**src/logic/rvPkg.sv**
```systemverilog
/*
 * Shared sizes and encodings for the RV32I multicycle core
 */
package rvPkg;

	// Data path width
	localparam int xlen = 32;

	// Memory sizes in words
	localparam int imemDepth = 64;
	localparam int dmemDepth = 64;
	localparam int memAddrBits = $clog2(imemDepth);

	// Major opcodes handled by the core
	typedef enum logic [6:0] {
		opLui    = 7'b0110111,
		opAuipc  = 7'b0010111,
		opJal    = 7'b1101111,
		opJalr   = 7'b1100111,
		opBranch = 7'b1100011,
		opLoad   = 7'b0000011,
		opStore  = 7'b0100011,
		opImm    = 7'b0010011,
		opReg    = 7'b0110011,
		opSystem = 7'b1110011
	} opcodeT;

	// ALU functions, pass-B serves LUI
	typedef enum logic [3:0] {
		aluAdd, aluSub, aluSll, aluSlt, aluSltu, aluXor,
		aluSrl, aluSra, aluOr, aluAnd, aluPassB
	} aluOpT;

	// Sequencer states
	typedef enum logic [2:0] {
		sIdle, sFetch, sDecode, sExecute, sMemory, sWriteback, sHalt
	} stateT;

	// Write-back source
	typedef enum logic [1:0] {
		wbAlu, wbMem, wbLink
	} wbSelT;

endpackage

```
**src/logic/wordMemory.sv**
```systemverilog
/*
 * Word RAM with synchronous read
 * Serves as both instruction and data memory
 */
module wordMemory #(
	parameter int depth = 2 ** rvPkg::memAddrBits
) (
	input  logic                          clk,
	input  logic                          we,
	input  logic [rvPkg::memAddrBits-1:0] addr,
	input  logic [rvPkg::xlen-1:0]        wdata,
	output logic [rvPkg::xlen-1:0]        rdata
);
	import rvPkg::*;

	logic [xlen-1:0] mem [depth];

	// Read-before-write on the same address
	always_ff @(posedge clk) begin
		if (we) begin
			mem[addr] <= wdata;
		end
		rdata <= mem[addr];
	end

	// Address port must cover the whole array
	initial begin
		assert (depth <= 2 ** memAddrBits);
	end

endmodule

```
**config.mk**
```make
export PLATFORM = sky130hd
export DESIGN_NAME = wordMemory
export DESIGN_NICKNAME = d
export VERILOG_FILES = /design/src/logic/rvPkg.sv /design/src/logic/wordMemory.sv
export SDC_FILE = /design/constraint.sdc
export NUM_CORES = 2
export LEC_CHECK = 0
export ABC_AREA = 1
export BUFFER_PORTS_ARGS = -buffer_cell sky130_fd_sc_hd__buf_2
export CAP_MARGIN = 20
export CORE_MARGIN = 1
export CORE_UTILIZATION = 52
export CTS_BUF_LIST = sky130_fd_sc_hd__clkbuf_2
export CTS_CLUSTER_DIAMETER = 50
export CTS_CLUSTER_SIZE = 24
export DETAILED_ROUTE_END_ITERATION = 8
export GPL_TIMING_DRIVEN = 0
export PLACE_DENSITY = 0.68
export SLEW_MARGIN = 20
export SYNTH_ARGS = -nofsm -noshare
export SYNTH_HDL_FRONTEND = slang
export SYNTH_SLANG_ARGS = --single-unit
```
**constraint.sdc**
```tcl
create_clock -name clk -period 11.4 [get_ports clk]
set_clock_uncertainty 0.05 [all_clocks]
set_input_delay 0.57 -clock clk [delete_from_list [all_inputs] [get_ports clk]]
set_output_delay 0.57 -clock clk [all_outputs]
set_load 0.03 [all_outputs]
```
==> run metrics <==
final hold viol count=0; Crit. End Element=flip-flop; worst-margin pin slew=1.30 ns; Root Buffer=clkbuf_2; reported net switching power=3670 uW; post-synthesis net count=8480; Routed Antenna Nets=0; Final Setup Violations=0; fin nets=8951; GRT Residual Overflow=0; worst path required time=12.93 ns; syn_area_per_cell=10.2 um2; Rows=149; WP data arrival=6.18 ns; Post-CTS Resized=0; maximum clock insertion buffer count=3; commonest non-fill, non-tap cell in the layout=nand2_1; Max FO, Critical Path=8; Max Slew Vio Count=0; failing checks=DRC; Netlist cell types=21; Vias/cell=5.43; unrepaired setup endpoints after global routing=no; P_leak=0.0405 uW; Die Area=168000 um2; P&R area growth vs syn=11.6%; largest net degree at the start of global routing=65; maximum clock rate=0.215 GHz; DP Area=92500 um2; Sequential Power Share=63.5%; iteration-0 DRC count of the detailed router=8333; Die X=410 um; # clock sinks=2080; Worst slew margin=13.2%; postcts setup bufs=0; first-pass GRT wire length=384000 um; share of Yosys cell area claimed by the top area cell type=71.1%; VDD IR-drop max=0.000118 V; DRC Markers=12; synth warn=0; vias after detailed routing=61100; Clk pin slew, worst setup/hold paths=0.34 ns; cell area after layout=96600 um2; Routed WL=270000 um; Power per Cell Area=138 nW/um2; Initial Util=52.4%; CTS tree=yes; CP Launch Type=input port; cell taking the most area after synthesis=edfxtp_1; Post-Syn Area=86500 um2; RePlAce Congestion=1.04; CP Class=input port to flip-flop; sequential-to-total area share from yosys stat=71.8%; Pre-antenna DRT Iters=9; # IOs=72; Die Y=410 um; synthesis-stage register bit count=2080; initial antenna violation count=22; Inserted Clock Buffers=161; final worst-path cycle share=40.8%; Final Util=58.5%; cts hold-fix bufs=128; Hold Crit Class=input port to flip-flop; outcome=finished with violations; share of layout cells above drive strength 1=9.60%; combinational power share=9.5%; commonest non-fill, non-tap cells in the layout=5728 x nand2_1, 2048 x edfxtp_1, 288 x buf_2; Pint=9690 uW; Worst-Skew Late Latency=1.92 ns; clock share of power=27.1%; ranking of synthesized cells by area=edfxtp_1 71%, nand2_1 25%, buf_2 1.4%; dpl hpwl=190000 um; H-tree depth=4; Total GRT Usage=32.0%; Core Area=165000 um2; setup_tns=0 ns; DR WL/cell=24.0 um; Mapped Cells=8440; fillcell total=13700; port bufs=67; Net Sw Frac=27.5%; worst hold slack=0.160 ns; total chip power=13400 uW; Max Cap Viol=0; post-route minimum period=4.65 ns; vias in the first global route=56800
sequential cells by signal, indices dropped and copies added (netlist names):
| signal | count |
|---|---|
| mem | 2048 |
| rdata | 32 |
worst max-delay path, stage by stage:
cell	delay [ns]
dlygate4sd3_1	0.57
dlygate4sd3_1	0.65
buf_2	0.16
dlygate4sd3_1	0.68
inv_2	0.12
nor3_4	0.16
dlygate4sd3_1	1.09
inv_2	0.32
nor4_2	0.21
dlygate4sd3_1	0.69
buf_2	0.25
buf_2	0.25
buf_2	0.25
buf_4	0.18
cell usage after synthesis, drive strengths merged:
cell	instances
o211ai	5
buf	286
clkbuf	136
dfxtp	32
o21ai	7
or2	6
nand3	13
nor2	137
nand4	2
edfxtp	2048
nand2	5728
nor4	2
inv	30
nor3	8
layout make-up:
| class | instances | area [um2] | area share, % |
|---|---|---|---|
| clock buffer | 169 | 846 | 0.876 |
| multi-input combinational | 5908 | 22800 | 23.6 |
| timing repair buffer | 308 | 4440 | 4.60 |
| inverter | 30 | 113 | 0.117 |
| antenna | 14 | 35.0 | 0.0363 |
| buffer | 422 | 1980 | 2.05 |
| tap | 2189 | 2740 | 2.84 |
| sequential | 2080 | 62100 | 64.3 |
| clock inverter | 131 | 1510 | 1.57 |
routing by layer:
metal | up-vias | share of wire [%] | wire, um | GRT usage (%)
met5 | - | 0.023 | 61 | 0
met4 | 10 | 4.8 | 12900 | 13.9
met3 | 550 | 11 | 29900 | 6.48
met2 | 3278 | 45 | 121000 | 49.3
met1 | 29000 | 39 | 106000 | 44.4
li1 | 28200 | - | - | -
path summary, 6_finish.rpt:
path | cells past startpoint | start | endpoint | slack, ns
max | 14 | addr[5] | mem[41][10] | 6.75
min | 4 | wdata[17] | mem[30][17] | 0.16
max reg2reg | 12 | mem[55][2] | rdata[2] | 8.89
min reg2reg | 10 | mem[51][28] | rdata[28] | 0.90
power by group through the flow:
| stage | Clock, uW | Combinational, uW | Sequential (uW) |
|---|---|---|---|
| floorplan | 0 | 540 | 8680 |
| detailed placement | 0 | 1160 | 8640 |
| global placement | 0 | 1110 | 8650 |
| global route | 3880 | 1340 | 8490 |
| CTS | 3630 | 1230 | 8480 |
| finish | 3610 | 1260 | 8480 |
cell families (layout without fill, tap and decap cells):
| kind of cell | Yosys count | count (layout) | synth area share [%] |
|---|---|---|---|
| and+or+nand+nor | 5896 | 5896 | 25.7 |
| other | 0 | 14 | 0 |
| DFF | 2080 | 2080 | 71.8 |
| buffers and inverters | 452 | 1060 | 2.40 |
| AOI/OAI and AO/OA | 12 | 12 | 0.0839 |
through the flow:
stage | worst slack (ns) | std cells
3_5_place_dp | 6.84 | 10800
6_report | 6.75 | 11300
3_3_place_gp | 3.48 | 10700
2_1_floorplan | 6.50 | 8440
5_1_grt | 6.77 | 11200
4_1_cts | 7.08 | 11200
Power figures use the tool's default switching activity.
