**src/logic/rvPkg.sv**
```systemverilog
/*
 * Shared sizes and encodings for the RV32I multicycle core
 */
package rvPkg;

	// Data path width
	localparam int xlen = 32;

	// Memory sizes in words
	localparam int imemDepth = 64;
	localparam int dmemDepth = 64;
	localparam int memAddrBits = $clog2(imemDepth);

	// Major opcodes handled by the core
	typedef enum logic [6:0] {
		opLui    = 7'b0110111,
		opAuipc  = 7'b0010111,
		opJal    = 7'b1101111,
		opJalr   = 7'b1100111,
		opBranch = 7'b1100011,
		opLoad   = 7'b0000011,
		opStore  = 7'b0100011,
		opImm    = 7'b0010011,
		opReg    = 7'b0110011,
		opSystem = 7'b1110011
	} opcodeT;

	// ALU functions, pass-B serves LUI
	typedef enum logic [3:0] {
		aluAdd, aluSub, aluSll, aluSlt, aluSltu, aluXor,
		aluSrl, aluSra, aluOr, aluAnd, aluPassB
	} aluOpT;

	// Sequencer states
	typedef enum logic [2:0] {
		sIdle, sFetch, sDecode, sExecute, sMemory, sWriteback, sHalt
	} stateT;

	// Write-back source
	typedef enum logic [1:0] {
		wbAlu, wbMem, wbLink
	} wbSelT;

endpackage

```
**src/logic/ctrlIf.sv**
```systemverilog
/*
 * Control bundle from the sequencer to the datapath blocks
 */
interface ctrlIf;
	import rvPkg::*;

	// Instruction register capture
	logic irLoad;
	// Register file write enable
	logic regWrite;
	// ALU function and operand selects
	aluOpT aluOp;
	logic aluSrcA;
	logic aluSrcB;
	// PC update strobes
	logic pcInc;
	logic pcLoad;
	// Data memory write
	logic memWrite;
	// Write-back source and retire strobe
	wbSelT wbSel;
	logic retire;

	modport fsm (
		output irLoad, regWrite, aluOp, aluSrcA, aluSrcB,
		output pcInc, pcLoad, memWrite, wbSel, retire
	);

	modport dp (
		input irLoad, regWrite, aluOp, aluSrcA, aluSrcB,
		input pcInc, pcLoad, memWrite, wbSel, retire
	);

endinterface

```
**src/logic/programCounter.sv**
```systemverilog
/*
 * Program counter
 * Steps by four or loads a jump target with bit 0 cleared
 */
module programCounter (
	input  logic                   clk,
	input  logic                   arstN,
	ctrlIf.dp                      ctrl,
	input  logic [rvPkg::xlen-1:0] target,
	output logic [rvPkg::xlen-1:0] pc
);
	import rvPkg::*;

	// Run always starts at address zero
	always_ff @(posedge clk or negedge arstN) begin
		if (!arstN) begin
			pc <= '0;
		end else if (ctrl.pcLoad) begin
			// JALR target may be odd
			pc <= {target[xlen-1:1], 1'b0};
		end else if (ctrl.pcInc) begin
			pc <= pc + xlen'(4);
		end
	end

	// Sequencer picks exactly one update per instruction
	assert property (@(posedge clk) disable iff (!arstN)
		!(ctrl.pcInc && ctrl.pcLoad));

	// Instruction fetch stays word aligned
	assert property (@(posedge clk) disable iff (!arstN)
		pc[1:0] == 2'b00);

endmodule

```
**src/flat_wrapper.sv**
```systemverilog
// flat-port wrapper written by rule: the top's interface ports become plain ports
module programCounter_flat import rvPkg::*;
  (clk, arstN, target, pc, ctrl_irLoad, ctrl_regWrite, ctrl_aluOp, ctrl_aluSrcA, ctrl_aluSrcB, ctrl_pcInc, ctrl_pcLoad, ctrl_memWrite, ctrl_wbSel, ctrl_retire);
  ctrlIf ctrl_i ();
  input  logic clk;
  input  logic arstN;
  input  logic [rvPkg::xlen-1:0] target;
  output logic [rvPkg::xlen-1:0] pc;
  input wire logic [$bits(ctrl_i.irLoad)-1:0] ctrl_irLoad;
  input wire logic [$bits(ctrl_i.regWrite)-1:0] ctrl_regWrite;
  input wire logic [$bits(ctrl_i.aluOp)-1:0] ctrl_aluOp;
  input wire logic [$bits(ctrl_i.aluSrcA)-1:0] ctrl_aluSrcA;
  input wire logic [$bits(ctrl_i.aluSrcB)-1:0] ctrl_aluSrcB;
  input wire logic [$bits(ctrl_i.pcInc)-1:0] ctrl_pcInc;
  input wire logic [$bits(ctrl_i.pcLoad)-1:0] ctrl_pcLoad;
  input wire logic [$bits(ctrl_i.memWrite)-1:0] ctrl_memWrite;
  input wire logic [$bits(ctrl_i.wbSel)-1:0] ctrl_wbSel;
  input wire logic [$bits(ctrl_i.retire)-1:0] ctrl_retire;
  assign ctrl_i.irLoad = ctrl_irLoad;
  assign ctrl_i.regWrite = ctrl_regWrite;
  assign ctrl_i.aluOp = ctrl_aluOp;
  assign ctrl_i.aluSrcA = ctrl_aluSrcA;
  assign ctrl_i.aluSrcB = ctrl_aluSrcB;
  assign ctrl_i.pcInc = ctrl_pcInc;
  assign ctrl_i.pcLoad = ctrl_pcLoad;
  assign ctrl_i.memWrite = ctrl_memWrite;
  assign ctrl_i.wbSel = ctrl_wbSel;
  assign ctrl_i.retire = ctrl_retire;
  programCounter u_core (.clk(clk), .arstN(arstN), .ctrl(ctrl_i), .target(target), .pc(pc));
endmodule
```
**config.mk**
```make
export PLATFORM = sky130hd
export DESIGN_NAME = programCounter_flat
export DESIGN_NICKNAME = d
export VERILOG_FILES = /design/src/logic/rvPkg.sv /design/src/logic/ctrlIf.sv /design/src/logic/programCounter.sv /design/src/flat_wrapper.sv
export SDC_FILE = /design/constraint.sdc
export NUM_CORES = 1
export LEC_CHECK = 0
export BUFFER_PORTS_ARGS = -buffer_cell sky130_fd_sc_hd__buf_2
export CORE_MARGIN = 4
export CORE_UTILIZATION = 40
export CTS_CLUSTER_SIZE = 28
export DETAILED_ROUTE_END_ITERATION = 12
export PLACE_DENSITY = 0.7
export SETUP_SLACK_MARGIN = 0.3
export SLEW_MARGIN = 20
export SYNTH_ARGS = -nofsm -noshare
export SYNTH_HDL_FRONTEND = slang
export SYNTH_SLANG_ARGS = --single-unit
```
**constraint.sdc**
```tcl
create_clock -name clk -period 3.7 [get_ports clk]
set_input_delay 0.74 -clock clk [delete_from_list [all_inputs] [get_ports clk]]
set_output_delay 0.74 -clock clk [all_outputs]
set_load 0.005 [all_outputs]
```
==> run metrics <==
run status=completed; Static Leakage=0.984 nW; Clock transition at path regs=0.06 ns; Placement Cell Area=0.00213 mm^2; Post-synth EDFFs=0; Min-Delay Path Class=register to register; Max VDD drop=194 uV; Synth cell types=33; Final Critical Period=1.99 ns; CP Cell Sequence=and3_1 > nand4_1 > or4_1 > a31oi_1; final instance area=0.00223 mm^2; fin nets=310; Reg with most FFs=u_core.pc; WL final=between 4000 and 5000 um; Crit path arrival time=~2.2 ns; TritonCTS clock tree=done; IO Port Bufs=65; postcts setup bufs=0; top post-synthesis cells by area=dfrtp_1 (43%), nand2_1 (5.0%), or4_1 (5.0%), a31oi_1 (4.5%), o31ai_1 (4.2%); # IOs=80; largest net degree at the start of global routing=34; Antenna Nets Post-Route=0; Core ar.=0.00435 mm^2; Vias=1,724; Longest Clk Path Bufs=2; crit path capture type=register; crit path kind=register to register; synthesized net count=249; die area=0.00562 mm^2; CP max-delay cell=or4_1; Slew headroom=about 53%; Rows=24; share of cells above drive strength 1=29.8%; Worst EP required=3.90 ns; Yosys top cell area share=43.2%; Inserted Clock Buffers=5; yosys warns=0; Pwr per Cell Area=383 mW/mm^2; H-tree Lvls=2; number of global-route vias before repair=1,535; worst r2r src=u_core.pc[4]$_DFFE_PN0N_; Hold Crit Start=u_core.pc[1]$_DFFE_PN0P_; # setup viols final=0; buffers and inverters on the worst path=0; GPL Wtd Cong=0.755; post-synthesis cell count=200; cell with the most instances after synthesis=dfrtp_1; Hold Fails Final Rpt=0; mapped cell area=between 0.0015 and 0.002 mm^2; initial drt markers=157; maximum fanout along the worst path=13; die width=75.0 um; clock sink count=31; ys flop type=dfrtp_1; first-pass GRT wire length=7060 um; Avg Inst Size Synth=8.97 um^2; n_diodes=0; Seq/Total Area, Yosys=roughly 43%; Overall Global Routing Usage=approximately 16%; delay-heaviest family, CP=simple AND/OR/NAND/NOR gates; Pre-Repair DR Iteration Count=4; post_cts resized=0; Starting Density=41.2%; max reg flops=31; clk_skew=0.00806 ns; launch point of the worst path=u_core.pc[4]$_DFFE_PN0N_; CTS Hold Buffers Added=0; DRC violations left=0; final number of max-transition violations=0; # fillers=422; largest area contributor in the netlist=dfrtp_1; unrepaired setup endpoints after global routing=no; antenna violations before repair=0; area delta synth->final=24.5%; synthesis-stage register bit count=31; Setup Total Neg Slack=0 ns; fmax=approximately 500 MHz; Die H=75.0 um; crit start category=register; period utilization=53.9%; Least-Margin Pin Slew=about 0.7 ns; per-cell routed wire length=~14 um; max-cap viol count=0; via/cell ratio=5.49; Clock Latency Late Sink=0.29 ns; slowest stage delay, CP=0.53 ns; post-DP HPWL=around 3200 um; synth cell count leaders=dfrtp_1 (31), nand2_1 (24), nor2_1 (14), o21ai_0 (14), a31oi_1 (13); asr flop ratio synth=100%; largest registers=u_core.pc (31); GRT overflow=0; Root Buffer=clkbuf_8
-- area by class of cell --
type	count	area (um^2)	share of cell area, %
clock buffer	8	100	4.48
tap	52	65.1	2.91
inverter	3	11.3	0.504
multi-input combinational	153	942	42.2
sequential	31	776	34.7
timing repair buffer	67	340	15.2
-- metrics by stage --
stage | util [%] | setup slack (ns) | hold WS (ns) | cells | power (mW)
2_1_floorplan | - | 1.89 | 0.444 | 200 | 0.490
3_3_place_gp | 49.0 | 1.51 | 0.487 | 306 | 0.562
3_5_place_dp | 49.0 | 1.48 | 0.495 | 306 | 0.567
4_1_cts | 51.3 | 1.70 | 0.509 | 314 | 0.865
5_1_grt | 51.3 | 1.53 | 0.539 | 314 | 0.900
6_report | 51.3 | 1.71 | 0.504 | 314 | 0.855
-- worst register-to-register path, stage by stage, from the launching register on --
cell and delay [ns]:
dfrtp_1 0.42, and3_1 0.49, nand4_1 0.30, or4_1 0.53, a31oi_1 0.18
-- layer usage --
| metal | share of wire (%) | global-route usage [%] |
|---|---|---|
| met1 | 47 | 22.0 |
| met2 | 45 | 25.4 |
| met3 | 6.7 | 3.87 |
| met4 | 1.5 | 5.73 |
| met5 | 0 | 0 |
-- worst paths after layout --
kind,endpoint,slack (ns),cells past startpoint
hold reg to reg,u_core.pc[1]$_DFFE_PN0P_,0.50,1
hold / removal,u_core.pc[1]$_DFFE_PN0P_,0.50,1
setup / recovery,u_core.pc[27]$_DFFE_PN0N_,1.71,4
max in group asynchronous,u_core.pc[24]$_DFFE_PN0N_,2.74,1
min in group asynchronous,u_core.pc[21]$_DFFE_PN0N_,0.51,1
setup reg to reg,u_core.pc[27]$_DFFE_PN0N_,1.71,4
-- cell families (layout without fill, tap and decap cells) --
group	Yosys count	after routing	share of synthesized area, %
and+or+nand+nor	93	93	28.7
AOI/OAI and AO/OA	44	44	15.8
DFF	31	31	43.2
buffers and inverters	16	78	4.25
xor gates and xnor gates	11	11	5.37
muxes	3	3	1.81
adders and majority gates	1	1	0.697
other	1	1	0.209
-- report_power, final --
group          switching [mW]  total [mW]  internal (mW)
logic                  0.0749       0.147         0.0723
clock network           0.127       0.297          0.170
registers              0.0402       0.412          0.371
total                   0.242       0.855          0.613
-- cells in the final DEF (no fill, tap or decap), types with 7 or more instances in the layout --
| cell type | instances |
|---|---|
| clkbuf_8 | 7 |
| nand3_1 | 12 |
| or4_1 | 12 |
| buf_2 | 65 |
| o31ai_1 | 10 |
| nand4_1 | 10 |
| a31oi_1 | 13 |
| dfrtp_1 | 31 |
| and3_1 | 8 |
| nand2_1 | 24 |
| o21ai_0 | 14 |
| nor2_1 | 14 |
| xor2_1 | 8 |
No activity file was read; power rests on OpenSTA's default activity.
