File: config.mk
export PLATFORM = sky130hd
export DESIGN_NAME = registerFile_flat
export DESIGN_NICKNAME = d
export VERILOG_FILES = /design/src/logic/rvPkg.sv /design/src/logic/ctrlIf.sv /design/src/logic/registerFile.sv /design/src/flat_wrapper.sv
export SDC_FILE = /design/constraint.sdc
export NUM_CORES = 2
export LEC_CHECK = 0
export CORE_UTILIZATION = 45
export CTS_CLUSTER_SIZE = 25
export DETAILED_ROUTE_END_ITERATION = 8
export DONT_BUFFER_PORTS = 1
export HOLD_SLACK_MARGIN = 0.12
export MAX_ROUTING_LAYER = met4
export PLACE_DENSITY = 0.69
export SETUP_SLACK_MARGIN = 0.4
export SYNTH_ARGS = -nofsm -noshare
export SYNTH_HDL_FRONTEND = slang
export SYNTH_SLANG_ARGS = --single-unit
export TNS_END_PERCENT = 10
File: constraint.sdc
create_clock -name clk -period 1.94 [get_ports clk]
set_input_delay 0.388 -clock clk [delete_from_list [all_inputs] [get_ports clk]]
set_output_delay 0.388 -clock clk [all_outputs]
set_load 0.005 [all_outputs]
File: src/logic/rvPkg.sv
/*
 * Shared sizes and encodings for the RV32I multicycle core
 */
package rvPkg;

	// Data path width
	localparam int xlen = 32;

	// Memory sizes in words
	localparam int imemDepth = 64;
	localparam int dmemDepth = 64;
	localparam int memAddrBits = $clog2(imemDepth);

	// Major opcodes handled by the core
	typedef enum logic [6:0] {
		opLui    = 7'b0110111,
		opAuipc  = 7'b0010111,
		opJal    = 7'b1101111,
		opJalr   = 7'b1100111,
		opBranch = 7'b1100011,
		opLoad   = 7'b0000011,
		opStore  = 7'b0100011,
		opImm    = 7'b0010011,
		opReg    = 7'b0110011,
		opSystem = 7'b1110011
	} opcodeT;

	// ALU functions, pass-B serves LUI
	typedef enum logic [3:0] {
		aluAdd, aluSub, aluSll, aluSlt, aluSltu, aluXor,
		aluSrl, aluSra, aluOr, aluAnd, aluPassB
	} aluOpT;

	// Sequencer states
	typedef enum logic [2:0] {
		sIdle, sFetch, sDecode, sExecute, sMemory, sWriteback, sHalt
	} stateT;

	// Write-back source
	typedef enum logic [1:0] {
		wbAlu, wbMem, wbLink
	} wbSelT;

endpackage

File: src/logic/ctrlIf.sv
/*
 * Control bundle from the sequencer to the datapath blocks
 */
interface ctrlIf;
	import rvPkg::*;

	// Instruction register capture
	logic irLoad;
	// Register file write enable
	logic regWrite;
	// ALU function and operand selects
	aluOpT aluOp;
	logic aluSrcA;
	logic aluSrcB;
	// PC update strobes
	logic pcInc;
	logic pcLoad;
	// Data memory write
	logic memWrite;
	// Write-back source and retire strobe
	wbSelT wbSel;
	logic retire;

	modport fsm (
		output irLoad, regWrite, aluOp, aluSrcA, aluSrcB,
		output pcInc, pcLoad, memWrite, wbSel, retire
	);

	modport dp (
		input irLoad, regWrite, aluOp, aluSrcA, aluSrcB,
		input pcInc, pcLoad, memWrite, wbSel, retire
	);

endinterface

File: src/logic/registerFile.sv
/*
 * Integer register file, 32 entries
 * Two combinational read ports, one clocked write port, x0 fixed at zero
 */
module registerFile (
	input  logic                   clk,
	input  logic                   arstN,
	ctrlIf.dp                      ctrl,
	input  logic [4:0]             rs1Addr,
	input  logic [4:0]             rs2Addr,
	input  logic [4:0]             rdAddr,
	input  logic [rvPkg::xlen-1:0] rdData,
	output logic [rvPkg::xlen-1:0] rs1Data,
	output logic [rvPkg::xlen-1:0] rs2Data
);
	import rvPkg::*;

	logic [xlen-1:0] regs [32];

	// x0 is never written, so it keeps its reset value
	always_ff @(posedge clk or negedge arstN) begin
		if (!arstN) begin
			for (int i = 0; i < 32; i++) begin
				regs[i] <= '0;
			end
		end else if (ctrl.regWrite && (rdAddr != 5'd0)) begin
			regs[rdAddr] <= rdData;
		end
	end

	// Reads see the old value during a write cycle
	assign rs1Data = regs[rs1Addr];
	assign rs2Data = regs[rs2Addr];

	// Writes aimed at x0 are dropped
	assert property (@(posedge clk) disable iff (!arstN)
		(ctrl.regWrite && (rdAddr == 5'd0)) |=> (regs[0] == '0));

endmodule

File: src/flat_wrapper.sv
// flat-port wrapper written by rule: the top's interface ports become plain ports
module registerFile_flat import rvPkg::*;
  (clk, arstN, rs1Addr, rs2Addr, rdAddr, rdData, rs1Data, rs2Data, ctrl_irLoad, ctrl_regWrite, ctrl_aluOp, ctrl_aluSrcA, ctrl_aluSrcB, ctrl_pcInc, ctrl_pcLoad, ctrl_memWrite, ctrl_wbSel, ctrl_retire);
  ctrlIf ctrl_i ();
  input  logic clk;
  input  logic arstN;
  input  logic [4:0] rs1Addr;
  input  logic [4:0] rs2Addr;
  input  logic [4:0] rdAddr;
  input  logic [rvPkg::xlen-1:0] rdData;
  output logic [rvPkg::xlen-1:0] rs1Data;
  output logic [rvPkg::xlen-1:0] rs2Data;
  input wire logic [$bits(ctrl_i.irLoad)-1:0] ctrl_irLoad;
  input wire logic [$bits(ctrl_i.regWrite)-1:0] ctrl_regWrite;
  input wire logic [$bits(ctrl_i.aluOp)-1:0] ctrl_aluOp;
  input wire logic [$bits(ctrl_i.aluSrcA)-1:0] ctrl_aluSrcA;
  input wire logic [$bits(ctrl_i.aluSrcB)-1:0] ctrl_aluSrcB;
  input wire logic [$bits(ctrl_i.pcInc)-1:0] ctrl_pcInc;
  input wire logic [$bits(ctrl_i.pcLoad)-1:0] ctrl_pcLoad;
  input wire logic [$bits(ctrl_i.memWrite)-1:0] ctrl_memWrite;
  input wire logic [$bits(ctrl_i.wbSel)-1:0] ctrl_wbSel;
  input wire logic [$bits(ctrl_i.retire)-1:0] ctrl_retire;
  assign ctrl_i.irLoad = ctrl_irLoad;
  assign ctrl_i.regWrite = ctrl_regWrite;
  assign ctrl_i.aluOp = ctrl_aluOp;
  assign ctrl_i.aluSrcA = ctrl_aluSrcA;
  assign ctrl_i.aluSrcB = ctrl_aluSrcB;
  assign ctrl_i.pcInc = ctrl_pcInc;
  assign ctrl_i.pcLoad = ctrl_pcLoad;
  assign ctrl_i.memWrite = ctrl_memWrite;
  assign ctrl_i.wbSel = ctrl_wbSel;
  assign ctrl_i.retire = ctrl_retire;
  registerFile u_core (.clk(clk), .arstN(arstN), .ctrl(ctrl_i), .rs1Addr(rs1Addr), .rs2Addr(rs2Addr), .rdAddr(rdAddr), .rdData(rdData), .rs1Data(rs1Data), .rs2Data(rs2Data));
endmodule
==> metrics.txt <==
syn nets=4,664; failing checks=hold timing, slew limit, setup timing; Netlist cell types=26; Critical R2R Capture=u_core.regs[973]$_DFFE_PN0P_; maximum buffer depth of the clock tree=3; crit-path max cell delay=1.26 ns; total core area=0.1220 sq mm; switching share of power=27.58%; Worst VDD drop=863.9 uV; global route overflow=0; Required @ worst endpoint=1.55 ns; WP data arrival=4.92 ns; Worst-path clk slew=0.06 ns; max cap viols=0; DR vias=38,890; pre-CTS setup slack=-0.6019 ns; ranking of synthesized cells by area=dfrtp_1, mux2_2, mux2i_1, a22oi_1, a22o_1; XOR/XNOR share of the synthesized area=0%; post-synthesis register bit count=1,024; RR Startpoint=u_core.regs[973]$_DFFE_PN0P_; compound-cell area share of the yosys netlist=7.065%; global-route wire length before repair=252.1 mm; Worst-Margin Slew=5.076 ns; clock period minus worst slack=5.304 ns; die span in x=353.3 um; gpl congestion=0.8272; via density per instance=6.231; Synth top cells by count=dfrtp_1, mux2i_1, mux2_2; crit-path max FO=512; syn_area_per_cell=12.07 sq um; Residual DRC=0; cell count of the worst reg-to-reg path=2; post-synthesis sequential area ratio=46.14%; Biggest register=u_core.regs; CP Capture Type=output pin; layout cell share with drive strength beyond 1=34.11%; GRT Util Overall=27.21%; max_slew headroom=-238.4%; # IOs=127; DRT Pass-1 Iters=5; fmax=188.5 MHz; worst hold margin=-0.6348 ns; Final #Nets=4,589; HP Class=input port to async pin; total die area=0.1248 sq mm; num rows=128; clock power share=35.0%; filler instances=10,440; CP Buf/Inv Count=1; Initial Utilization=45.51%; Post-CTS Hold Fix Bufs=36; CP Class=input port to output pin; Worst setup SP type=input port; crit-path leading delay family=multiplexers; clock buffer count from CTS=111; FFs w/ async S/R, synth=100.0%; clk_skew=0 ns; Final ANT Viol Nets=0; Yosys top cell by area=dfrtp_1; final setup vio count=84; initial antenna violation count=9; net switching power=17.12 mW; Lkg Pwr=29.69 nW; hpwl dp=101.0 mm; wire per inst=27.01 um; sequential power share=45.9%; mux cell area share after synthesis=38.57%; Post-Syn Area=0.05554 sq mm; initial DRC count=3,504; status=finished with violations; setup slack on the worst flop-to-flop path=0.59 ns; fin area=0.06348 sq mm; vias in the first global route=38,610; clk_lat worst skew=0.74 ns; IO Port Bufs=0; Largest register FFs=1,024; Post-Synthesis Cells=4,601; number of hold violations in the final report=444; largest net degree at the start of global routing=1,025; RSZ-0062 raised after global routing=true; pwr/cell area=977.9 mW/mm^2; CP cell instances=mux2i_1 > a22o_1 > nor3_2 > a31oi_2 > nand3_2 > buf_6; most common flop cell mapped by yosys=dfrtp_1; H-tree depth=3; main combinational cell family by area after synthesis=multiplexers; largest registers=u_core.regs: 1024 flops; area grow syn2layout=14.31%; Post-Synth Adder-Cell Area=0%; simple-gate share of the synthesized area=4.220%; critical path's slowest cell=mux2i_1; Final Worst Setup Slack=-3.364 ns; die height=353.3 um; CTS root buffer=clkbuf_16; CTS tree=yes; YS warnings=0; final slew viol count=751; Power Total=62.08 mW; Logic pwr share=19.1%; Routed WL=168.5 mm; final period utilization=273.4%; share of the synthesized area in the top cell type=46.14%; final setup TNS=-107.81 ns; CTS sink count=1,024; P_int=44.96 mW; Post-DP Area=0.05844 sq mm; EDFF count, synth=0
## power by group through the flow
stage	clock, mW	sequential, mW	combinational (mW)
CTS	22.1	28.3	11.0
finish	21.8	28.5	11.8
global placement	0	28.4	10.2
floorplan	0	27.9	9.00
detailed placement	0	28.7	10.5
global route	22.9	29.0	12.6
## routing by layer
metal,routed length [um],vias to the layer above,part of all wire [%],global-route usage [%]
li1,-,16830,-,-
met1,73760,20410,44,36.60
met2,78820,1334,47,41.72
met3,10820,315,6.4,4.630
met4,5146,0,3.1,8.797
met5,0,-,0,-
## how the worst max path moves through the flow
stage | end | cells past startpoint | slack (ns) | start
after floorplan | rs1Data[25] | 8 | 0.16 | rs1Addr[1]
after global placement | rs2Data[13] | 7 | -0.55 | rs2Addr[1]
after detailed placement | rs2Data[13] | 7 | -0.60 | rs2Addr[1]
after CTS | rs1Data[13] | 7 | -0.71 | u_core.regs[909]$_DFFE_PN0P_
after global routing | rs2Data[13] | 7 | -0.73 | u_core.regs[973]$_DFFE_PN0P_
final | rs1Data[14] | 6 | -3.36 | rs1Addr[1]
## repair_timing
action / CTS / global route
gates resized for setup: 80 / 64
endpoints found under the setup margin: 64 / 309
hold endpoints to repair: 2016 / 605
setup buffers: 1 / 6
pin swaps: 28 / 68
## metrics by stage
| step | utilization, % | std cells |
|---|---|---|
| after CTS | 51.60 | 6224 |
| after floorplan | - | 4601 |
| after global routing | 52.02 | 6239 |
| final | 52.02 | 6241 |
| after detailed placement | 47.88 | 5991 |
| after global placement | 47.88 | 5991 |
## cells by family after synthesis
group,after synthesis
simple gates,512
buf+inv,473
flops,1024
compound gates,576
mux,2016
## placed cells by master (no fill, tap or decap), drive strengths merged
cell         Yosys  final
nor2b            4      4
dfrtp         1024   1024
nor3b            4      4
a22oi          192    192
clkbuf         221    163
or2              3      3
and3b            1      1
nand3b           4      4
nand2b           4      4
diode            0      7
and2             2      2
and3             1      1
dlygate4sd3      0     34
nand2          210    210
inv              0      4
buf            252    251
a22o           128    128
mux2           992    992
a31oi           64     64
nand3          194    194
bufinv           0      8
clkinv           0     21
nor3            65     65
mux2i         1024   1024
or3b             1      1
a21oi          192    192
nor2            19     19
## worst reg2reg max path: cells and delay by family (launching register included)
kind	cells	cell delay, ns
flops	1	0.41
buf+inv	1	0.55
mux	1	0.27
## final cells by class
| class | instances | area [sq um] | share of cell area, % |
|---|---|---|---|
| multi-input cells | 3104 | 28640 | 45.11 |
| diodes | 7 | 17.52 | 0.02759 |
| flip-flops and latches | 1024 | 25620 | 40.36 |
| clock buffers | 163 | 3306 | 5.207 |
| clock inverters | 33 | 405.4 | 0.6386 |
| well taps | 1625 | 2033 | 3.203 |
| repair buffers | 285 | 3461 | 5.452 |
Power figures use the tool's default switching activity.
