--- config.mk ---
export PLATFORM = sky130hd
export DESIGN_NAME = immediateExtender
export DESIGN_NICKNAME = d
export VERILOG_FILES = /design/src/logic/rvPkg.sv /design/src/logic/immediateExtender.sv
export SDC_FILE = /design/constraint.sdc
export NUM_CORES = 1
export LEC_CHECK = 0
export BUFFER_PORTS_ARGS = -buffer_cell sky130_fd_sc_hd__buf_2
export CAP_MARGIN = 20
export CORE_MARGIN = 10
export CORE_UTILIZATION = 37
export DETAILED_ROUTE_END_ITERATION = 12
export PLACE_DENSITY = 0.85
export RECOVER_POWER = 100
export SLEW_MARGIN = 15
export SYNTH_ARGS = -nofsm -noshare
export SYNTH_HDL_FRONTEND = slang
export SYNTH_SLANG_ARGS = --single-unit
--- constraint.sdc ---
create_clock -name vclk -period 3
set_clock_uncertainty 0.05 [all_clocks]
set_input_delay 0.9 -clock vclk [all_inputs]
set_output_delay 0.9 -clock vclk [all_outputs]
set_load 0.05 [all_outputs]
--- src/logic/rvPkg.sv ---
/*
 * Shared sizes and encodings for the RV32I multicycle core
 */
package rvPkg;

	// Data path width
	localparam int xlen = 32;

	// Memory sizes in words
	localparam int imemDepth = 64;
	localparam int dmemDepth = 64;
	localparam int memAddrBits = $clog2(imemDepth);

	// Major opcodes handled by the core
	typedef enum logic [6:0] {
		opLui    = 7'b0110111,
		opAuipc  = 7'b0010111,
		opJal    = 7'b1101111,
		opJalr   = 7'b1100111,
		opBranch = 7'b1100011,
		opLoad   = 7'b0000011,
		opStore  = 7'b0100011,
		opImm    = 7'b0010011,
		opReg    = 7'b0110011,
		opSystem = 7'b1110011
	} opcodeT;

	// ALU functions, pass-B serves LUI
	typedef enum logic [3:0] {
		aluAdd, aluSub, aluSll, aluSlt, aluSltu, aluXor,
		aluSrl, aluSra, aluOr, aluAnd, aluPassB
	} aluOpT;

	// Sequencer states
	typedef enum logic [2:0] {
		sIdle, sFetch, sDecode, sExecute, sMemory, sWriteback, sHalt
	} stateT;

	// Write-back source
	typedef enum logic [1:0] {
		wbAlu, wbMem, wbLink
	} wbSelT;

endpackage

--- src/logic/immediateExtender.sv ---
/*
 * Immediate extender
 * Builds the sign- or zero-extended immediate for each RV32I format
 */
module immediateExtender (
	input  logic [31:0]        instruction,
	output logic signed [31:0] imm
);
	import rvPkg::*;

	opcodeT opcode;
	logic [2:0] funct3;
	logic isShift;

	assign opcode = opcodeT'(instruction[6:0]);
	assign funct3 = instruction[14:12];

	// SLLI and SRLI/SRAI carry a shift amount, not a signed value
	assign isShift = (funct3 == 3'b001) || (funct3 == 3'b101);

	always_comb begin
		case (opcode)
			// U type, upper 20 bits
			opLui, opAuipc: begin
				imm = {instruction[31:12], 12'b0};
			end
			// J type
			opJal: begin
				imm = {{12{instruction[31]}}, instruction[19:12], instruction[20],
					instruction[30:21], 1'b0};
			end
			// I type
			opJalr, opLoad: begin
				imm = {{21{instruction[31]}}, instruction[30:20]};
			end
			// B type, always even
			opBranch: begin
				imm = {{20{instruction[31]}}, instruction[7], instruction[30:25],
					instruction[11:8], 1'b0};
			end
			// S type, offset split around rs2
			opStore: begin
				imm = {{21{instruction[31]}}, instruction[30:25], instruction[11:7]};
			end
			opImm: begin
				// Bit 30 of SRAI must not leak into the amount
				imm = isShift ? {27'b0, instruction[24:20]}
					: {{21{instruction[31]}}, instruction[30:20]};
			end
			default: begin
				imm = '0;
			end
		endcase
	end

endmodule

==> metrics, run 1 <==
outcome=did not finish; Halt Stage=global routing; First Err=[ERROR DPL-0038] Utilization greater than 100%, impossible to legalize; post-DP HPWL=2630 um; worst_ep kind=top-level output; largest net degree at the start of global routing=12; library cells used by synthesis=33; post-GRT worst EP=imm[25]; num rows=14; sequential area share after synthesis=0%; initial core utilization=39.6%; Die Wd=60.4 um; Syn Inst Count=90; GPL Wtd Cong=0.865; Synth warnings=0; Die Ht=60.4 um; synth top area cells=nand2_1, a21o_1, nor3b_1; I/O pin cnt=64; Synth top area share=17.4%; synthesized cell area=603 um2; Synth area leader=nand2_1; Avg Cell Area, Syn=6.70 um2; IO Port Bufs=64; Syn Nets=122; hold buffer count at CTS=0
## cell usage after synthesis, drive strengths merged (4+ instances only)
master	n
a22o	4
and3	4
o21ai	7
buf	5
nand2	28
nor3b	6
a21o	8
## through the flow
step / setup slack (ps) / util [%] / std cells / instance area (um2) / setup TNS [ps]
CTS: -84.8 / 96.6 / 186 / 1470 / -947
detailed placement: -185 / 78.5 / 183 / 1200 / -4170
global placement: -130 / 78.5 / 183 / 1200 / -2930
floorplan: -281 / - / 90 / 726 / -1030
## timing repair
action / 4_1_cts
pin swaps: 7
setup buffers: 3
endpoints found under the setup margin: 31
gates resized for setup: 75
## kinds of logic after synthesis
logic type	Yosys count	share of synthesized area, %
and+or+nand+nor	52	47.3
AOI/OAI and AO/OA	30	43.8
buffers and inverters	8	8.92
==> run 2: changes to the inputs <==
- CORE_AREA: unset -> 10 10 71 73
- CORE_MARGIN: 10 -> unset
- CORE_UTILIZATION: 37 -> unset
- DIE_AREA: unset -> 0 0 81 83
- PLACE_DENSITY: 0.85 -> unset
- PLACE_DENSITY_LB_ADDON: unset -> 0.15
==> metrics, run 2 <==
vias in the first global route=1040; final worst-path cycle share=103%; final WL=3140 um; fmax=324 MHz; # Max-Cap Violations=0; Syn Nets=122; CP Launch Point=instruction[5]; clock buffer count=0; Pre-antenna DRT Iters=3; Startpoint Class=input pin; Worst Setup End Kind=output pin; Crit path arrival time=2140 ps; hold path startpoint=instruction[30]; library cells used by synthesis=33; num rows=22; failing checks=negative setup slack; IO Port Bufs=64; Tightest Pin Transition=428 ps; most frequent cells in the layout=buf_6, buf_2, nand2_1; initial antenna violation count=0; Synth warnings=0; slowest CP cell=a21boi_4; Die Ht=83 um; FFs & Latches=0; Int Pwr=0.0000834 W; commonest cells in the netlist=nand2_1, a21o_1, nor3b_1, o21ai_0; wire length per cell=14.5 um; Place WS=-227 ps; post-DP HPWL=2740 um; diodes inserted=0; count leader, synth=nand2_1; net switching fraction of the power=54.2%; commonest non-fill, non-tap cell in the layout=buf_6; Worst VDD drop=0.0414 mV; sequential area share after synthesis=0%; DRC=0; largest net degree at the start of global routing=12; Hold WC Path Type=in -> out; P_leak=0.834 nW; Post-DRT Antenna Nets=0; routed vias/inst=4.39; Synth area leader=nand2_1; area of the multi-input gates=681 um2; GPL Wtd Cong=0.814; Worst EP required=2050 ps; Tot GR Track Use=8.48%; setup bufs post-CTS=0; synthesized cell area=603 um2; setup violators final=27; NumNets Final=203; routed via count=952; outcome=complete, but fails checks; Max FO, Critical Path=4; Synth top area share=17.4%; Rel. slew slack=71.5%; power share of the clock group=0%; synth top area cells=nand2_1, a21o_1, nor3b_1; area delta synth->final=155%; Filler cells=367; Pins Over Slew Limit=0; initial core utilization=16.6%; setup ws final=-91.1 ps; biggest cell delay along the critical path=300 ps; PwrDens=118 mW/mm2; I/O pin cnt=64; DRT iter0 DRCs=16; combinational share of power=100.0%; fin util=42.4%; Avg Cell Area, Syn=6.70 um2; Die Wd=81 um; CP cell instances=buf_8, nor3_4, a21boi_4, o31ai_4, buf_6, nor3b_4, buf_6; Syn Inst Count=90; Hold Path Stages=4; register area=0 um2; min Tclk post-route=3090 ps; Die Footprint=0.00672 mm2; P_sw=0.0000988 W; wire length of the first global-routing pass=4930 um; layout cells sized above 1=67.5%; Hold Fails Final Rpt=0; RSZ-0062 raised after global routing=true; sequential share of power=0%; Remaining Overflow, GRT=0; core footprint=0.00363 mm2; Most common cell on crit path=buf_6; Crit Path Class=in -> out
[run 2: worst paths after layout]
check,endpoint,slack (ps)
worst max-delay path,imm[6],-90
worst min-delay path,imm[30],2090
[run 2: timing repair]
action | CTS | global route
hold buffers | 0 | 0
gates resized for setup | 76 | 11
pin swaps | 13 | 6
endpoints found under the setup margin | 31 | 32
[run 2: area by class of cell]
type,count,share of cell area [%]
inverter,2,0.487
multi-input combinational,82,44.2
tap,48,3.90
timing repair buffer,85,51.4
[run 2: stage by stage]
| step | cell area, um2 | instances | hold WS (ps) | total power, W | setup TNS [ps] |
|---|---|---|---|---|---|
| floorplan | 726 | 90 | 1940 | 0.0000917 | -1030 |
| global placement | 1260 | 217 | 2130 | 0.000156 | -4940 |
| detailed placement | 1260 | 217 | 2140 | 0.000158 | -4980 |
| CTS | 1510 | 217 | 2090 | 0.000180 | -1770 |
| global route | 1540 | 217 | 2110 | 0.000194 | -2450 |
| finish | 1540 | 217 | 2090 | 0.000182 | -1400 |
[run 2: per-layer routing]
layer / part of all wire [%] / vias up / GRT usage [%]
met5: 0 / - / 0
met4: 0 / 0 / 0
met3: 11 / 0 / 2.59
met2: 52 / 38 / 16.4
met1: 37 / 426 / 9.09
li1: - / 488 / -
[run 2: critical path: cells and delay by family]
kind / cells / cell delay (ps)
AO/OA/AOI/OAI: 2 / 420
buffers and inverters: 3 / 430
AND/OR/NAND/NOR: 2 / 390
[run 2: kinds of logic after synthesis]
kind of cell / after synthesis / synth area share (%)
AO/OA/AOI/OAI: 30 / 43.8
buffers and inverters: 8 / 8.92
AND/OR/NAND/NOR: 52 / 47.3
[run 2: power by group through the flow]
stage | clock [W] | sequential, W | combinational (W)
5_1_grt | 0 | 0 | 0.000194
4_1_cts | 0 | 0 | 0.000180
3_3_place_gp | 0 | 0 | 0.000156
3_5_place_dp | 0 | 0 | 0.000158
2_1_floorplan | 0 | 0 | 0.0000917
6_report | 0 | 0 | 0.000182
Power figures use the tool's default switching activity.
==> run 3: changes to the inputs <==
- clock period: 3 -> 4 ns (I/O delays scaled with it)
==> metrics, run 3 (synthesis gave the netlist of run 2 again) <==
final WL=2820 um; final worst-path cycle share=96.9%; Hold Fails Final Rpt=0; Pins Over Slew Limit=0; Die Ht=83 um; routed vias/inst=4.51; Post-DRT Antenna Nets=0; Worst setup endpoint=imm[5]; min Tclk post-route=3880 ps; Place WS=-7.11 ps; Worst VDD drop=0.0258 mV; core footprint=0.00363 mm2; num rows=22; IO Port Bufs=64; Remaining Overflow, GRT=0; Worst EP required=2750 ps; Startpoint Class=input pin; Rel. slew slack=60.3%; fin util=26.4%; layout cells sized above 1=49.7%; fmax=258 MHz; metal3 WL=474 um; RSZ-0062 raised after global routing=false; Die Footprint=0.00672 mm2; Max FO, Critical Path=10; Tot GR Track Use=7.32%; most frequent cells in the layout=buf_2, nand2_1, clkbuf_2; DRT iter0 DRCs=17; M1 WL=1240 um; Worst Setup End Kind=output pin; Top Metal Used=met3; area delta synth->final=58.9%; diodes inserted=0; post-DP HPWL=2480 um; # Max-Cap Violations=0; Die Wd=81 um; outcome=complete, no violations; setup ws final=124 ps; hold slack=2740 ps; wire length per cell=14.3 um; initial core utilization=16.6%; routed via count=889; met2 routed WL=1110 um; total power draw=0.0000903 W; GPL Wtd Cong=0.767; initial antenna violation count=0; wire length of the first global-routing pass=4310 um; DRC=0; Pre-antenna DRT Iters=6; hold path startpoint=instruction[30]; P_leak=0.594 nW; PwrDens=94.2 mW/mm2; commonest non-fill, non-tap cell in the layout=buf_2; NumNets Final=183; Hold WC Path Type=in -> out; setup violators final=0; CP Launch Point=instruction[6]; setup bufs post-CTS=0; hold buffer count at CTS=0; FFs & Latches=0; Crit Path Class=in -> out; largest net degree at the start of global routing=13; Crit path arrival time=2630 ps; register area=0 um2; I/O pin cnt=64; Setup TNS Final=0 ps; vias in the first global route=929; Filler cells=430; Tightest Pin Transition=598 ps; clock buffer count=0
-- run 3: changes by cell type in the layout (fill, tap and decap cells not counted), moves of 8 or more --
cell      previous run  this run
clkbuf_2             0        25
buf_2               29        38
buf_4               12         1
buf_6               31         0
buf_8                8         0
nand2_1             18        28
nand2_2             10         0
-- run 3: worst min path at each step --
stage                     cells after the start  endpoint  slack (ps)
after CTS                                     4   imm[30]        2740
after floorplan                               1   imm[10]        2630
after global routing                          4   imm[30]        2760
after detailed placement                      4   imm[30]        2740
after global placement                        4   imm[26]        2750
final                                         4   imm[30]        2740
-- run 3: through the flow --
step | area [um2] | instances
after CTS | 950 | 197
after global routing | 958 | 197
after floorplan | 608 | 90
after detailed placement | 950 | 197
final | 958 | 197
after global placement | 950 | 197
-- run 3: power breakdown --
part           internal (W)  leakage, nW  switching [W]
clock network             0            0              0
logic             0.0000290        0.594      0.0000613
registers                 0            0              0
total             0.0000290        0.594      0.0000613
-- run 3: cell type report --
class / instances / area [um2] / area share, %
Inverter: 2 / 7.51 / 0.783
Tap cell: 48 / 60.1 / 6.27
Timing Repair Buffer: 65 / 327 / 34.1
Multi-Input combinational cell: 82 / 564 / 58.9
-- run 3: critical path: stages --
cell,delay [ps]
buf_2,160
nor3_4,230
a21boi_4,320
o31ai_2,150
nor3b_1,250
buf_2,310
-- run 3: timing repair --
item,in CTS,in global routing
hold endpoints to repair,0,0
endpoints found under the setup margin,0,11
resized for setup,0,1
-- run 3: metal layers --
metal	global-route usage, %	vias to the layer above
met2	11.7	53
met3	3.88	0
met5	0	-
met1	8.91	390
met4	0	0
li1	-	446
