[src/logic/rvPkg.sv]
/*
 * Shared sizes and encodings for the RV32I multicycle core
 */
package rvPkg;

	// Data path width
	localparam int xlen = 32;

	// Memory sizes in words
	localparam int imemDepth = 64;
	localparam int dmemDepth = 64;
	localparam int memAddrBits = $clog2(imemDepth);

	// Major opcodes handled by the core
	typedef enum logic [6:0] {
		opLui    = 7'b0110111,
		opAuipc  = 7'b0010111,
		opJal    = 7'b1101111,
		opJalr   = 7'b1100111,
		opBranch = 7'b1100011,
		opLoad   = 7'b0000011,
		opStore  = 7'b0100011,
		opImm    = 7'b0010011,
		opReg    = 7'b0110011,
		opSystem = 7'b1110011
	} opcodeT;

	// ALU functions, pass-B serves LUI
	typedef enum logic [3:0] {
		aluAdd, aluSub, aluSll, aluSlt, aluSltu, aluXor,
		aluSrl, aluSra, aluOr, aluAnd, aluPassB
	} aluOpT;

	// Sequencer states
	typedef enum logic [2:0] {
		sIdle, sFetch, sDecode, sExecute, sMemory, sWriteback, sHalt
	} stateT;

	// Write-back source
	typedef enum logic [1:0] {
		wbAlu, wbMem, wbLink
	} wbSelT;

endpackage

[src/logic/arithmeticUnit.sv]
/*
 * ALU with branch comparator
 * Result from aluOp, branch decision from funct3 on the same operands
 */
module arithmeticUnit (
	input  logic [rvPkg::xlen-1:0] opA,
	input  logic [rvPkg::xlen-1:0] opB,
	input  rvPkg::aluOpT           aluOp,
	input  logic [2:0]             funct3,
	output logic [rvPkg::xlen-1:0] result,
	output logic                   branchTaken
);
	import rvPkg::*;

	logic [4:0] shamt;
	logic equal;
	logic lessSigned;
	logic lessUnsigned;

	// Only the low five bits shift
	assign shamt = opB[4:0];

	// Comparisons shared by SLT/SLTU and the branches
	assign equal = (opA == opB);
	assign lessSigned = ($signed(opA) < $signed(opB));
	assign lessUnsigned = (opA < opB);

	always_comb begin
		case (aluOp)
			aluAdd:   result = opA + opB;
			aluSub:   result = opA - opB;
			aluSll:   result = opA << shamt;
			aluSlt:   result = {{(xlen-1){1'b0}}, lessSigned};
			aluSltu:  result = {{(xlen-1){1'b0}}, lessUnsigned};
			aluXor:   result = opA ^ opB;
			aluSrl:   result = opA >> shamt;
			// Arithmetic shift keeps the sign
			aluSra:   result = $unsigned($signed(opA) >>> shamt);
			aluOr:    result = opA | opB;
			aluAnd:   result = opA & opB;
			aluPassB: result = opB;
			default:  result = '0;
		endcase
	end

	// BEQ BNE BLT BGE BLTU BGEU
	always_comb begin
		case (funct3)
			3'b000:  branchTaken = equal;
			3'b001:  branchTaken = !equal;
			3'b100:  branchTaken = lessSigned;
			3'b101:  branchTaken = !lessSigned;
			3'b110:  branchTaken = lessUnsigned;
			3'b111:  branchTaken = !lessUnsigned;
			// 010 and 011 are not branches
			default: branchTaken = 1'b0;
		endcase
	end

endmodule

[config.mk]
export PLATFORM = sky130hd
export DESIGN_NAME = arithmeticUnit
export DESIGN_NICKNAME = d
export VERILOG_FILES = /design/src/logic/rvPkg.sv /design/src/logic/arithmeticUnit.sv
export SDC_FILE = /design/constraint.sdc
export NUM_CORES = 1
export LEC_CHECK = 0
export BUFFER_PORTS_ARGS = -buffer_cell sky130_fd_sc_hd__buf_2
export CORE_ASPECT_RATIO = 1.5
export CORE_UTILIZATION = 55
export DETAILED_ROUTE_END_ITERATION = 16
export GPL_TIMING_DRIVEN = 0
export PLACE_DENSITY_LB_ADDON = 0.08
export SLEW_MARGIN = 20
export SYNTH_ARGS = -nofsm -noshare
export SYNTH_HDL_FRONTEND = slang
export SYNTH_SLANG_ARGS = --single-unit
[constraint.sdc]
create_clock -name vclk -period 4.4
set_input_delay 0.22 -clock vclk [all_inputs]
set_output_delay 0.22 -clock vclk [all_outputs]
set_load 0.005 [all_outputs]
==> results of run 1 <==
[area by class of cell]
class	count	area, sq um
plain buffers	102	461.7
fillers	1600	6261
inverters	97	371.6
multi-input cells	1122	8309
well taps	206	257.7
repair buffers	105	528.0
[cells by family (layout without fill, tap and decap cells)]
kind of cell / Yosys count / in the layout / synth area share, %
simple gates: 425 / 425 / 21.75
fa+ha+maj: 101 / 101 / 14.04
mux: 101 / 101 / 17.36
compound gates: 487 / 487 / 36.94
buf+inv: 203 / 304 / 9.138
xor+xnor: 8 / 8 / 0.7696
[critical path, delay by kind of cell]
| family | cells | cell delay, ps |
|---|---|---|
| fa+ha+maj | 1 | 270 |
| compound gates | 7 | 2160 |
| simple gates | 2 | 240 |
| buf+inv | 6 | 1210 |
[routing by layer]
metal  up-vias  part of all wire [%]  GRT usage [%]
met5         -                  0.10          2.679
met4         2                    13          51.25
met3       417                    14          19.28
met2      1270                    42          85.04
met1      5691                    32          63.75
li1       5230                     -              -
[power groups by stage]
stage,sequential [mW],combinational (mW),clock [mW]
global placement,0,1.30,0
finish,0,1.41,0
global route,0,1.46,0
detailed placement,0,1.31,0
floorplan,0,0.831,0
CTS,0,1.32,0
[synthesized netlist by cell type (all sizes together), types with 18 or more instances]
cell type / instances
a211oi: 29
a21o: 24
a21oi: 103
a221oi: 19
a22oi: 18
buf: 45
clkbuf: 61
ha: 99
inv: 95
mux2i: 51
mux4: 45
nand2: 135
nand3: 23
nor2: 135
nor3: 32
o211ai: 23
o21ai: 99
o22ai: 22
[per-stage QoR]
step / instances / hold WS, ps / utilization [%]
2_1_floorplan: 1325 / 538.1 / -
3_3_place_gp: 1635 / 714.1 / 61.05
3_5_place_dp: 1636 / 724.6 / 61.12
4_1_cts: 1634 / 724.2 / 61.26
5_1_grt: 1632 / 732.7 / 61.33
6_report: 1632 / 721.7 / 61.33
[repair_timing]
item | CTS | global route
pin swaps | 1 | 2
gates cloned | 0 | 0
gates resized for setup | 8 | 5
setup endpoints to repair | 25 | 7
[how the worst max path moves through the flow]
| stage | cells past startpoint | end | slack (ps) |
|---|---|---|---|
| final | 16 | result[20] | 50 |
| after floorplan | 16 | result[20] | 290 |
| after CTS | 17 | result[31] | 50 |
| after global placement | 18 | result[20] | -960 |
| after detailed placement | 18 | result[20] | -990 |
| after global routing | 16 | result[31] | -10 |
==> results, run 1 <==
- Measured along the y axis, the die boundary spans around 160 um.
- The layout overhead on the synthesized area is 9.042%.
- The share of total power in the clock network is 0%.
- The die footprint is 17,080 sq um.
- The total power draw is roughly 1.4 mW.
- The combined area of all synthesized cells is between 9000 and 10,000 sq um.
- Across the run, the number of max-cap violations was 0.
- The count of buffers added on input and output ports is around 100.
- Of the available clock period, the critical path in the final layout requires 98.85%.
- The net count reported at finish is 1,600.
- For this design, the slowest cell found on the critical path is a311o_1.
- The largest single stage delay on the critical path is 420 ps.
- The number of nets still failing antenna checks after routing is 0.
- The flow ran to the end, and the final reports show no timing, DRC or antenna violations.
- After detailed routing, the average wire length per cell comes to 30.41 um.
- The actual slew at the worst max-slew pin is 1197 ps.
- The number of I/O pins is 104.
- The leakage power figure is 4.415 nW.
- Setup slack on the critical path of the routed design comes to 50.51 ps.
- Timing analysis after detailed placement gives a worst setup slack of -988.2 ps.
- Measured against its own limit, the worst slew margin works out to 19.34%.
- The number of clock-tree buffers in the layout is 0.
- The worst setup path is launched from a primary input.
- The most critical setup path has its startpoint at opB[2].
- Synthesis produced a netlist with a net count of 1,497.
- The minimum clock period is 4349 ps.
- Internal power comes to 0.4822 mW.
- The via count of the first global-routing pass is 12,050.
- In the final layout, flip-flops and latches occupy 0 sq um.
- The instance count along the most critical hold path is 3.
- Along the worst path, the maximum fanout reaches 19.
- The floorplan row count is 57.
- The number of hold buffers added after CTS was 0.
- The critical path is of the primary input to primary output type.
- In this design, the critical path's most frequently occurring cell is buf_6.
- STA classifies the critical path endpoint as a primary output.
- The worst hold path endpoint is branchTaken.
- In the layout the commonest cells are 135 x nor2_1, 135 x nand2_1, 131 x buf_2.
- The initial antenna violation count is 0.
- After detailed routing, the total wire length is 49,630 um.
- The power density over cell area is 142.5 nW/um^2.
- The die is 107.1 um wide.
- The total count of max-transition violations in the final report came to 0.
- The detailed-route DRC error count is 0.
- The sequential fraction of the synthesis area is 0%.
- The number of hold violations in the final report came to 0.
- The initial standard-cell utilization of the core is 56.24%.
- Setup violations remaining at the end of the flow were counted as 0.
- The number of vias per cell after detailed routing is 7.727.
- Yosys printed 0 warnings.
- The portion of synthesized cell area occupied by the leading cell type is ~14%.
- The combined global-route utilization of all metal layers is 57.23%.
- The area of the core is 16,190 sq um.
- Entering global routing, the biggest net connects 20 pins.
- The global-route wire length before repair is 73,420 um.
- The final sum of negative setup slack is 0 ps.
- Of the cells placed in the final design, the portion with a size suffix greater than 1 is about 15%.
- The portion of total power attributed to combinational logic is 100.0%.
- The final layout contains a sequential cell count of 0.
- The number of vias after detailed routing is 12,610.
- By area the synthesized netlist is led by ha_1 14%, mux4_2 11%, a21oi_1 5.7%.
- After legalization and detailed placement, the total HPWL measured 38,700 um.
- Summed over all nets, the switching power comes to 0.9328 mW.
- The average cell area after synthesis is 6.872 sq um.
- The violation count after the first detailed-route iteration is between 2,000 and 2,500.
- The peak clock frequency supported by timing is roughly 0.23 GHz.
- The total overflow left after global routing is 0.
- The number of distinct library cells after synthesis is between 80 and 90.
- The signal on the critical path passes through clkbuf_4 > inv_1 > buf_6 > buf_4 > ha_1 > buf_6 > nor2b_1 > o31a_1 > o21ai_2 > o21ai_1 > a311o_1 > a41oi_4 > nor2_1 > a221o_1 > a211o_1 > buf_2.
- Registers are responsible for 0% of the overall power.
- The number of iterations in the first detailed-routing pass is 9.
- After routing the design area is 9928 sq um.
- Routability-driven placement finished with a final weighted congestion of roughly 1.1.
- The count of antenna diodes in the layout is 0.
- Synthesis produced roughly 1,300 cells.
- The critical path required time is approximately 4200 ps.
- The worst-case IR drop observed on VDD is 0.08119 mV.
- The synthesized design spends more area on one cell type than any other, namely ha_1.
- After detailed placement, the total cell area comes to between 9000 and 10,000 sq um.
- The critical path arrival is 4130 ps.
- After clock tree synthesis, the setup repair step added 0 buffers.
- The class of the worst hold path is primary input to primary output.
- Net switching is 65.92% of the power.
- The origin of the worst min-delay path is funct3[2].
Note: power is estimated with default switching activity, not from simulation.
==> inputs of run 2 (changes only) <==
--- a/config.mk
+++ b/config.mk
@@ -10,6 +10,7 @@
 export CORE_UTILIZATION = 55
 export DETAILED_ROUTE_END_ITERATION = 16
 export GPL_TIMING_DRIVEN = 0
+export MAX_ROUTING_LAYER = met4
 export PLACE_DENSITY_LB_ADDON = 0.08
 export SLEW_MARGIN = 20
 export SYNTH_ARGS = -nofsm -noshare
==> run 2 against run 1 <==
  * Via count increased by 2.8%
  * Largest cell class unchanged
  * Utilization increased by 0.40 points
  * Cell count increased by 0.31%
  * The run now ends with negative setup slack left
  * Count of clock-buffer cells in the layout unchanged
  * First-iteration DRC count increased by 6.7%
  * Flip-flop and latch count unchanged
  * Critical path depth decreased by 6
  * Maximum frequency decreased by 1.8%
==> results, run 2 (synthesis results as in run 1) <==
- The first global-routing pass estimated 74,840 um of wire.
- The run finished, with violations left.
- The half-perimeter wire length after placement is 38,550 um.
- The path class of the tightest hold or removal check is primary input to primary output.
- The via count of the first global-routing pass is 12,160.
- From bottom edge to top edge, the die measures 159.6 um.
- The start-to-end type of the worst setup path is primary input to primary output.
- Measured along the x axis, the die boundary spans 107.1 um.
- The number of setup violations in the final report is 1.
- The sequential cells in the finished layout cover a total of 0 sq um.
- Dividing the final minimum period by the clock period gives 100.7%.
- The pin count of the biggest net entering global routing is 13.
- Buffers placed on the I/O ports in this run total 104.
- Across all layers, the routed design uses ~13,000 vias.
- The final instance count without filler cells is 1,637.
- Data arrives at the worst endpoint at 4210 ps.
- The initial antenna violation count came to 1.
- The final estimated routing congestion in global placement is 1.180.
- The critical path goes through buf_2 > clkbuf_1 > buf_1 > nand3b_1 > clkbuf_1 > clkbuf_1 > o22ai_1 > o21ai_0 > o2111ai_1 > buf_2.
- The count of flip-flops and latches is 0.
- The checks that failed: negative setup slack.
- The die footprint is 17,080 sq um.
- The number of hold violations in the final report came to 0.
- The number of vias per cell after detailed routing is 7.921.
- The utilization after layout is 61.73%.
- The initial standard-cell utilization of the core is 56.24%.
- The ratio of cells with drive above 1 in the final layout is 15.94%.
- The worst slew slack as a fraction of its limit is 17.66%.
- The final layout contains routed wiring with a total length of approximately 50,000 um.
- The cell with the largest stage delay on the worst path is o21ai_0.
- The startpoint kind of the worst setup timing path is a primary input.
- The instance count along the most critical hold path is 3.
- The source of the critical timing path is aluOp[0].
- The residual overflow from global routing is 0.
- The worst hold path begins at funct3[2].
- For this run, the post-layout net count is 1,604.
- The final setup slack of the worst path is -29.01 ps.
- The detail route stage leaves a number of antenna-violating nets equal to 0.
- After detailed routing, the number of remaining DRC violations is 0.
- The worst hold path endpoint is branchTaken.
- The maximum fanout count along the critical path is 10.
- The total count of max-transition violations in the final report is 0.
- The number of max-cap violations is 0.
- The layout overhead on the synthesized area is 9.757%.
- The area of the core is roughly 16,000 sq um.
- The minimum clock period is 4429 ps.
- The layout has 0 clock buffers.
- In the layout the commonest cells are 135 x nor2_1, 135 x nand2_1, 131 x buf_2.
- For this run, the slowest stage of the critical path takes roughly 880 ps.
- Dividing the detail-routed wire length by the instance count gives 30.82 um.
- STA classifies the critical path endpoint as a primary output.
- The cell that appears most often on the critical path is clkbuf_1.
- The actual slew at the worst max-slew pin is between 1000 and 1500 ps.
- The critical path required time is between 4000 and 5000 ps.
- Row generation in the floorplan step produced 57 rows.
- The detailed router finished its first iteration with 2,358 violations.
- In the global route stage, overall resource usage came out at 60.29%.
- Pin placement for this block handled 104 I/O pins.
- The number of placed instances, taps included, is 1,636.
- Before antenna repair, the detailed router went through 6 iterations.
- The peak clock frequency supported by timing is 0.2258 GHz.
## run 2: cell types whose count changed in the layout (fill, tap and decap cells not counted), sizes merged
cell,previous run,this run
buf,146,149
clkbuf,61,62
diode,0,1
## run 2: worst max path at each step
stage	to	slack, ps	depth (start not counted)
final	result[7]	-30	10
after global routing	result[28]	-40	18
after CTS	result[28]	8	14
after detailed placement	result[20]	-1090	18
after global placement	result[20]	-1110	18
after floorplan	result[20]	290	16
## run 2: area by class of cell
cell class | count | area, sq um
Antenna cell | 1 | 2.502
Buffer | 104 | 474.2
Fill cell | 1644 | 6196
Inverter | 97 | 371.6
Multi-Input combinational cell | 1122 | 8342
Tap cell | 206 | 257.7
Timing Repair Buffer | 107 | 545.5
## run 2: per-stage QoR
stage	hold WS, ps	setup WS, ps	instance area [sq um]	TNS (ps)
after global placement	711.1	-1109	9883	-15050
after CTS	720.3	7.752	9941	0
after floorplan	538.1	290.4	9105	0
final	723.3	-29.01	9993	-29.01
after detailed placement	717.8	-1092	9897	-14760
after global routing	743.5	-42.80	9993	-42.80
## run 2: metal layers
metal / GRT usage, % / part of all wire, % / wire length [um] / vias to the layer above
met5: - / 0 / 0 / -
met4: 50.44 / 12 / 6233 / 0
met3: 25.17 / 16 / 8190 / 517
met2: 84.75 / 40 / 20400 / 1432
met1: 64.88 / 31 / 15630 / 5779
li1: - / - / - / 5239
## run 2: repair_timing
item | 4_1_cts | 5_1_grt
resized for setup | 11 | 13
hold buffers | 0 | 0
pin swaps | 3 | 1
setup buffers | 2 | 0
endpoints found under the setup margin | 28 | 13
## run 2: worst max-delay path, delay by kind of cell
kind	cells	cell delay, ps
AND/OR/NAND/NOR	1	290
buffers and inverters	6	2470
AO/OA/AOI/OAI	3	1210
